`config.mk`:
```
export PLATFORM = sky130hd
export DESIGN_NAME = pe_top
export DESIGN_NICKNAME = d
export VERILOG_FILES = /design/src/logic/pe_pkg.sv /design/src/logic/dsp_ctrl_if.sv /design/src/logic/pe_decode.sv /design/src/logic/operand_path.sv /design/src/logic/dsp_lane_array.sv /design/src/logic/pe_top.sv
export SDC_FILE = /design/constraint.sdc
export NUM_CORES = 1
export LEC_CHECK = 0
export ABC_AREA = 1
export BUFFER_PORTS_ARGS = -buffer_cell sky130_fd_sc_hd__buf_2
export CORE_AREA = 2 2 189 191
export CTS_CLUSTER_SIZE = 28
export DETAILED_ROUTE_END_ITERATION = 7
export DIE_AREA = 0 0 191 193
export GPL_TIMING_DRIVEN = 1
export HOLD_SLACK_MARGIN = 0.02
export MAX_ROUTING_LAYER = met4
export SLEW_MARGIN = 10
export SYNTH_ARGS = -nofsm -noshare
export SYNTH_HDL_FRONTEND = slang
export SYNTH_HIERARCHICAL = 1
export SYNTH_SLANG_ARGS = --single-unit
export TNS_END_PERCENT = 20
```
`constraint.sdc`:
```
create_clock -name clk -period 4.46 [get_ports clk]
set_clock_uncertainty 0.1 [all_clocks]
set_input_delay 0 -clock clk [delete_from_list [all_inputs] [get_ports clk]]
set_output_delay 0 -clock clk [all_outputs]
set_load 0.01 [all_outputs]
```
`src/logic/pe_pkg.sv`:
```
package pe_pkg;

    ////////////////////////////////////////
    // sizes
    ////////////////////////////////////////
    localparam int NUM_LANES  = 4;                     // lanes per word
    localparam int LANE_WIDTH = 8;                     // bits per lane
    localparam int DATA_WIDTH = NUM_LANES * LANE_WIDTH; // 32-bit word
    localparam int INST_WIDTH = 64;
    localparam int LATENCY    = 4;                     // inst_v edge to dout_v

    typedef logic [DATA_WIDTH-1:0] data_t; // four packed lanes
    typedef logic [LANE_WIDTH-1:0] lane_t;
    typedef logic [INST_WIDTH-1:0] inst_t;
    typedef logic [2:0]            opcode_t;

    ////////////////////////////////////////
    // instruction fields
    ////////////////////////////////////////
    localparam int SEL_BIT    = 63; // 0 shift (din_pe), 1 write-back (din_wb)
    localparam int OPC_LSB    = 24; // opcode sits in bits 26:24
    localparam int OPC_WIDTH  = 3;
    localparam int IMM_FLAG   = 2;  // top opcode bit marks the I forms

    // opcodes, anything else is a load
    localparam opcode_t OP_ADD  = 3'b001;
    localparam opcode_t OP_SUB  = 3'b010;
    localparam opcode_t OP_MUL  = 3'b011;
    localparam opcode_t OP_ADDI = 3'b101;
    localparam opcode_t OP_SUBI = 3'b110;
    localparam opcode_t OP_MULI = 3'b111;

    ////////////////////////////////////////
    // dsp slice mode fields
    ////////////////////////////////////////
    typedef logic [3:0] alumode_t;
    typedef logic [4:0] inmode_t;
    typedef logic [6:0] opmode_t;

    localparam alumode_t ALU_ADD = 4'b0000; // z + x + y
    localparam alumode_t ALU_SUB = 4'b0011; // z - (x + y)

    localparam inmode_t INM_NONE = 5'b00000; // plain a/b inputs
    localparam inmode_t INM_MUL  = 5'b10001; // registered multiplier inputs

    localparam opmode_t OPM_AB   = 7'b0110011; // a and b into the adder
    localparam opmode_t OPM_MUL  = 7'b0000101; // product out
    localparam opmode_t OPM_ZERO = 7'b0000000; // load, result zero

endpackage

```
`src/logic/dsp_ctrl_if.sv`:
```
`timescale 1ns/1ps

// per-lane slice controls, decoder to lane array
interface dsp_ctrl_if;

    pe_pkg::alumode_t [pe_pkg::NUM_LANES-1:0] alumode; // one field per lane
    pe_pkg::inmode_t  [pe_pkg::NUM_LANES-1:0] inmode;
    pe_pkg::opmode_t  [pe_pkg::NUM_LANES-1:0] opmode;
    logic             [pe_pkg::NUM_LANES-1:0] usemult; // multiplier in use
    logic                                     valid;   // arithmetic op accepted

    // decoder side
    modport decode (
        output alumode,
        output inmode,
        output opmode,
        output usemult,
        output valid
    );

    // lane array side
    modport lane (
        input alumode,
        input inmode,
        input opmode,
        input usemult,
        input valid
    );

endinterface

```
`src/logic/pe_decode.sv`:
```
`timescale 1ns/1ps

module pe_decode (
    input  logic              clk,
    input  logic              rst,
    input  logic              inst_v,
    input  pe_pkg::opcode_t   opcode,
    dsp_ctrl_if.decode        ctrl
);

    ////////////////////////////////////////
    // opcode table, one lane's worth
    ////////////////////////////////////////
    pe_pkg::alumode_t alu_n;
    pe_pkg::inmode_t  inm_n;
    pe_pkg::opmode_t  opm_n;
    logic             mul_n;
    logic             arith; // opcode is not a load

    always_comb begin
        // load by default: zero modes, nothing valid
        alu_n = pe_pkg::ALU_ADD;
        inm_n = pe_pkg::INM_NONE;
        opm_n = pe_pkg::OPM_ZERO;
        mul_n = 1'b0;
        arith = 1'b0;
        case (opcode)
            pe_pkg::OP_ADD, pe_pkg::OP_ADDI: begin
                opm_n = pe_pkg::OPM_AB;   // a + b
                arith = 1'b1;
            end
            pe_pkg::OP_SUB, pe_pkg::OP_SUBI: begin
                alu_n = pe_pkg::ALU_SUB;  // a - b
                opm_n = pe_pkg::OPM_AB;
                arith = 1'b1;
            end
            pe_pkg::OP_MUL, pe_pkg::OP_MULI: begin
                inm_n = pe_pkg::INM_MUL;  // multiplier path
                opm_n = pe_pkg::OPM_MUL;
                mul_n = 1'b1;
                arith = 1'b1;
            end
            default: begin
                arith = 1'b0;             // 000 / 100 are loads
            end
        endcase
    end

    ////////////////////////////////////////
    // edge 1, register controls for all lanes
    ////////////////////////////////////////
    always_ff @(posedge clk) begin
        if (rst) begin
            ctrl.alumode <= '0;
            ctrl.inmode  <= '0;
            ctrl.opmode  <= '0;
            ctrl.usemult <= '0;
            ctrl.valid   <= 1'b0;
        end else begin
            // same pattern copied to every lane
            ctrl.alumode <= {pe_pkg::NUM_LANES{alu_n}};
            ctrl.inmode  <= {pe_pkg::NUM_LANES{inm_n}};
            ctrl.opmode  <= {pe_pkg::NUM_LANES{opm_n}};
            ctrl.usemult <= {pe_pkg::NUM_LANES{mul_n}};
            ctrl.valid   <= inst_v & arith; // only strobed arithmetic ops
        end
    end

endmodule

```
`src/logic/operand_path.sv`:
```
`timescale 1ns/1ps

module operand_path (
    input  logic            clk,
    input  logic            inst_v,
    input  pe_pkg::inst_t   inst,
    input  pe_pkg::data_t   din_pe,
    input  pe_pkg::data_t   din_wb,
    input  pe_pkg::data_t   din_b,
    output pe_pkg::data_t   opa,
    output pe_pkg::data_t   opb
);

    ////////////////////////////////////////
    // operand a select
    ////////////////////////////////////////
    logic          sel;   // 1 picks write-back word
    pe_pkg::data_t a_nxt;

    assign sel   = inst_v & inst[pe_pkg::SEL_BIT];
    assign a_nxt = sel ? din_wb : din_pe; // shift data when idle

    ////////////////////////////////////////
    // operand b select
    ////////////////////////////////////////
    logic          imm_form; // ADDI / SUBI / MULI
    pe_pkg::lane_t imm;
    pe_pkg::data_t imm_word;
    pe_pkg::data_t b_nxt;

    assign imm_form = inst[pe_pkg::OPC_LSB + pe_pkg::IMM_FLAG];
    assign imm      = inst[pe_pkg::LANE_WIDTH-1:0];         // low byte
    assign imm_word = {pe_pkg::NUM_LANES{imm}};             // broadcast to lanes
    assign b_nxt    = imm_form ? imm_word : din_b;

    // edge 1, operands land alongside the decoded controls
    always_ff @(posedge clk) begin
        opa <= a_nxt;
        opb <= b_nxt;
    end

endmodule

```
`src/logic/dsp_lane_array.sv`:
```
`timescale 1ns/1ps

module dsp_lane_array (
    input  logic            clk,
    input  logic            rst,
    dsp_ctrl_if.lane        ctrl,
    input  pe_pkg::data_t   opa,
    input  pe_pkg::data_t   opb,
    output pe_pkg::data_t   dout,
    output logic            dout_v
);

    localparam int W = pe_pkg::LANE_WIDTH;

    pe_pkg::lane_t out_q [pe_pkg::NUM_LANES]; // per-lane output register

    ////////////////////////////////////////
    // lanes
    ////////////////////////////////////////
    for (genvar i = 0; i < pe_pkg::NUM_LANES; i++) begin : g_lane
        pe_pkg::lane_t    a_r;        // stage 2 input regs
        pe_pkg::lane_t    b_r;
        pe_pkg::alumode_t alumode_r;
        pe_pkg::inmode_t  inmode_r;
        pe_pkg::opmode_t  opmode_r;
        logic             usemult_r;
        logic [2*W-1:0]   prod;       // full product, low byte kept
        pe_pkg::lane_t    res;
        pe_pkg::lane_t    p_r;        // stage 3 result reg

        // edge 2, lane slice and its controls
        always_ff @(posedge clk) begin
            a_r       <= opa[i*W +: W];
            b_r       <= opb[i*W +: W];
            alumode_r <= ctrl.alumode[i];
            inmode_r  <= ctrl.inmode[i];
            opmode_r  <= ctrl.opmode[i];
            usemult_r <= ctrl.usemult[i];
        end

        assign prod = a_r * b_r;

        always_comb begin
            if (usemult_r && inmode_r == pe_pkg::INM_MUL && opmode_r == pe_pkg::OPM_MUL) begin
                res = prod[W-1:0];                // mod 256
            end else if (opmode_r == pe_pkg::OPM_AB) begin
                // wraps inside the lane, no carry out
                res = (alumode_r == pe_pkg::ALU_SUB) ? a_r - b_r : a_r + b_r;
            end else begin
                res = '0;                         // zero opmode
            end
        end

        // edge 3 result, edge 4 output
        always_ff @(posedge clk) begin
            p_r      <= res;
            out_q[i] <= p_r;
        end
    end

    // repack lanes into the word
    always_comb begin
        for (int k = 0; k < pe_pkg::NUM_LANES; k++) begin
            dout[k*W +: W] = out_q[k];
        end
    end

    ////////////////////////////////////////
    // valid delay line, edges 2..4
    ////////////////////////////////////////
    logic [pe_pkg::LATENCY-2:0] v_pipe;

    always_ff @(posedge clk) begin
        if (rst) begin
            v_pipe <= '0;
        end else begin
            v_pipe <= {v_pipe[pe_pkg::LATENCY-3:0], ctrl.valid};
        end
    end

    assign dout_v = v_pipe[pe_pkg::LATENCY-2]; // lines up with out_q

endmodule

```
`src/logic/pe_top.sv`:
```
`timescale 1ns/1ps

module pe_top (
    input  logic            clk,
    input  logic            rst,
    input  logic            inst_v,
    input  pe_pkg::inst_t   inst,
    input  pe_pkg::data_t   din_pe,
    input  pe_pkg::data_t   din_wb,
    input  pe_pkg::data_t   din_b,
    output pe_pkg::data_t   dout,
    output logic            dout_v
);

    ////////////////////////////////////////
    // internal wiring
    ////////////////////////////////////////
    dsp_ctrl_if    ctrl ();     // decoded slice controls
    pe_pkg::data_t opa;         // registered operand a
    pe_pkg::data_t opb;         // registered operand b

    // decoder, edge 1
    pe_decode u_decode (
        .clk    (clk),
        .rst    (rst),
        .inst_v (inst_v),
        .opcode (inst[pe_pkg::OPC_LSB +: pe_pkg::OPC_WIDTH]), // bits 26:24
        .ctrl   (ctrl.decode)
    );

    // operand select, also edge 1
    operand_path u_operands (
        .clk    (clk),
        .inst_v (inst_v),
        .inst   (inst),
        .din_pe (din_pe),
        .din_wb (din_wb),
        .din_b  (din_b),
        .opa    (opa),
        .opb    (opb)
    );

    // lanes, edges 2..4
    dsp_lane_array u_lanes (
        .clk    (clk),
        .rst    (rst),
        .ctrl   (ctrl.lane),
        .opa    (opa),
        .opb    (opb),
        .dout   (dout),
        .dout_v (dout_v)
    );

endmodule

```
==> run_results.csv <==
group,metric,value,unit
drt,postRouteWirelength,31420,um
drt,via_per_inst,4.443,
drt,num_vias,10870,
logic_synthesis,synth-xor-area-share,2.043,%
grt,first_global_vias,10650,
logic_synthesis,muxShareOfSynthArea,0,%
timing,finalHoldViolations,0,
floorplanning,fp.dieH,193,um
grt,gr-usage-all-layers,17.78,%
floorplanning,die_area,36860,um2
clock_network,htree_levels,1,
logic_synthesis,synth_seq_cells,269,
floorplanning,dieWidth,191,um
timing,tns,0,ns
logic_synthesis,seq_area_frac_synth,39.26,%
logic_synthesis,synth_edf_count,0,
logic_synthesis,syn_inst,1721,
drt,drt_iter0_drc,436,
logic_synthesis,syn_area,13720,um2
clock_network,cts_tree,"done",
worst_setup_path,cp_data_required_time,4.81,ns
clock_network,cts_setup_buffers,0,
timing,slew_headroom,45.58,%
pwr,peakVddDrop,0.3292,mV
clock_network,cts_sinks,269,
logic_synthesis,ys_warn_count,6,
drt,wl_per_cell,12.85,um
pwr,finalPower,6.562,mW
grt,grt.overflow.total,0,
drt,dr.pass1.iters,5,
logic_synthesis,synth_compound_area_share,4.205,%
final_layout,multi_input_area,6319,um2
logic_synthesis,yosys.area_share.adder,16.71,%
logic_synthesis,synth_simple_gate_area_share,22.34,%
timing,fin_crit,4.125,ns
worst_setup_path,crit_path_max_fanout,9,
final_layout,layout_commonest_cell,"nand2_1",
timing,fmax,0.2424,GHz
floorplanning,ios,196,
worst_setup_path,cp.arrival,4.47,ns
place,placed_cell_area,14390,um2
final_layout,nNetsFinal,2280,
logic_synthesis,synth_ff_type,"dfxtp_1",
final_layout,fillers,3426,
floorplanning,start_util,39.23,%
timing,slew_violations,0,
pwr,pwr-share-comb,23.6,%
grt,grt_pass1_wl,50650,um
timing,rsz0062_at_grt,"no",
clock_network,numCtsBuffers,28,
worst_setup_path,critical_path_class,"flop to flop",
timing,fin_crit_sh,92.49,%
clock_network,clk_path_buf_depth,3,
place,portBuffers,143,
drt,remaining_drc_errors,0,
floorplanning,rows,69,
final_layout,area_growth,21.78,%
timing,hold_ws,0.09147,ns
pwr,power_density,392.8,nW/um2
timing,finalSetupViolCount,0,
logic_synthesis,synth_top_family_by_area,"simple AND/OR/NAND/NOR gates",
run_status,status,"finished clean",
final_layout,final_layout_size_suffix_gt1_share,12.25,%
pwr,leakage,9.130,nW
pwr,switchingPower,1.958,mW
clock_network,cts_root_buf,"clkbuf_16",
pwr,clkPwrFrac,36.0,%
place,gp_congestion,0.8633,
floorplanning,core_area,34960,um2
place,hpwl,23040,um
grt,grt_antenna_before_repair,1,
pwr,seqPwrFrac,40.4,%
final_layout,final_cell_mix,"456 x nand2_1, 338 x inv_1, 269 x dfxtp_1",
logic_synthesis,async_flop_share,0,%
hold_path,hold_class,"primary input to flop",
hold_path,worstHoldPathCells,4,
timing,tightest_slew,0.8163,ns
run,maxCapViolCount,0,
worst_setup_path,endpoint_kind,"flop",
pwr,p_sw_share,29.84,%
worst_setup_path,rr_worst_depth,19,
worst_setup_path,worstSetupStartpointType,"flop",
final_layout,fin_cells,2446,
final_layout,seq_area,5385,um2
clock_network,clk_latency,0.57,ns
logic_synthesis,syn_area_per_cell,7.971,um2
pwr,intPower,4.604,mW
logic_synthesis,synth_cell_types,39,
drt,ant_nets,0,
place,placed_cells,2260,
grt,grt_max_degree,41,
final_layout,finish.instance_area,16710,um2
clock_network,path_clk_slew,0.06,ns
-- power groups by stage --
stage / Sequential (mW) / Clock (mW) / Combinational, mW
2_1_floorplan: 2.64 / 0 / 1.18
3_3_place_gp: 2.70 / 0 / 1.39
3_5_place_dp: 2.70 / 0 / 1.43
4_1_cts: 2.65 / 2.45 / 1.55
5_1_grt: 2.67 / 2.54 / 1.82
6_report: 2.65 / 2.36 / 1.55
-- layer usage --
metal / track usage [%] / part of all wire [%] / up-vias
li1: - / - / 5640
met4: 5.665 / 2.5 / 0
met3: 2.588 / 4.2 / 50
met1: 21.21 / 45 / 4981
met2: 30.95 / 49 / 196
met5: - / 0 / -
-- timing repair --
item | 4_1_cts | 5_1_grt
gates resized for setup | 0 | 0
endpoints found under the hold margin | 73 | 0
hold buffers | 136 | 0
-- metrics by stage --
step / util (%) / worst slack [ns]
after floorplan: - / 0.6454
after global placement: 41.16 / 0.4258
after detailed placement: 41.16 / 0.3552
after CTS: 47.77 / 0.3112
after global routing: 47.78 / 0.09517
final: 47.78 / 0.3349
-- path summary, 6_finish.rpt --
| kind | from | endpoint | slack (ns) |
|---|---|---|---|
| setup / recovery | u_lanes/g_lane[2].a_r[1]$_DFF_P_ | u_lanes/g_lane[2].p_r[7]$_DFF_P_ | 0.33 |
| hold / removal | din_wb[17] | u_operands/opa[17]$_DFF_P_ | 0.09 |
| setup reg to reg | u_lanes/g_lane[2].a_r[1]$_DFF_P_ | u_lanes/g_lane[2].p_r[7]$_DFF_P_ | 0.33 |
| hold reg to reg | u_operands/opb[4]$_DFF_P_ | u_lanes/g_lane[0].b_r[4]$_DFF_P_ | 0.22 |
-- critical path, stage by stage, from the launching register on --
cell     delay (ns)
dfxtp_1        0.52
nand2_1        0.14
fa_1           0.46
fa_1           0.54
inv_1          0.05
fa_1           0.48
inv_1          0.06
fa_1           0.53
inv_1          0.04
ha_1           0.31
a21oi_1        0.21
nand2_1        0.07
nand2_1        0.06
nand2_1        0.06
inv_1          0.06
nand3_1        0.09
nand2_1        0.08
nand2_1        0.05
nand3_1        0.06
nand2_1        0.06
-- Yosys cell counts, types with 6 or more instances --
cell	count	area, um2
nor3_1	13	65.06
nand3b_1	12	90.09
dfxtp_1	269	5385
nand4_1	12	75.07
buf_2	6	30.03
a211oi_1	8	60.06
o21ai_0	52	260.3
nor2_1	49	183.9
buf_4	82	615.6
xnor2_1	8	70.07
a21oi_1	24	120.1
ha_1	100	1251
inv_2	7	26.28
nand2_1	456	1712
buf_6	11	123.9
or2_2	8	50.05
xor2_1	24	210.2
nand3_1	130	650.6
fa_1	52	1041
nand2_2	17	106.4
inv_1	338	1269
-- layout make-up --
| class | instances | area share (%) |
|---|---|---|
| Timing Repair Buffer | 290 | 12.93 |
| Antenna cell | 1 | 0.01498 |
| Sequential cell | 269 | 32.23 |
| Tap cell | 461 | 3.453 |
| Clock inverter | 13 | 1.086 |
| Inverter | 349 | 7.849 |
| Clock buffer | 36 | 4.614 |
| Multi-Input combinational cell | 1027 | 37.82 |
-- logic make-up (layout without fill, tap and decap cells) --
kind of cell    Yosys count  count (layout)
flops                   269             269
simple gates            712             712
fa+ha+maj               152             152
buf+inv                 452             688
xor+xnor                 32              32
other cells               1              29
compound gates          103             103
-- registers in the layout, indices dropped and copies added, names as in the netlist, 3 cells and up --
signal and count:
u_lanes/g_lane.b_r 32, u_lanes/g_lane.opmode_r 28, u_lanes/g_lane.usemult_r 4, u_operands/opb 32, u_decode/ctrl.opmode 3, u_lanes/g_lane.inmode_r 20
u_operands/opa 32, u_lanes/g_lane.p_r 32, u_lanes/g_lane.a_r 32, u_lanes/out_q 32, u_lanes/g_lane.alumode_r 16, u_lanes/v_pipe 3
(Power assumes the default switching activity.)
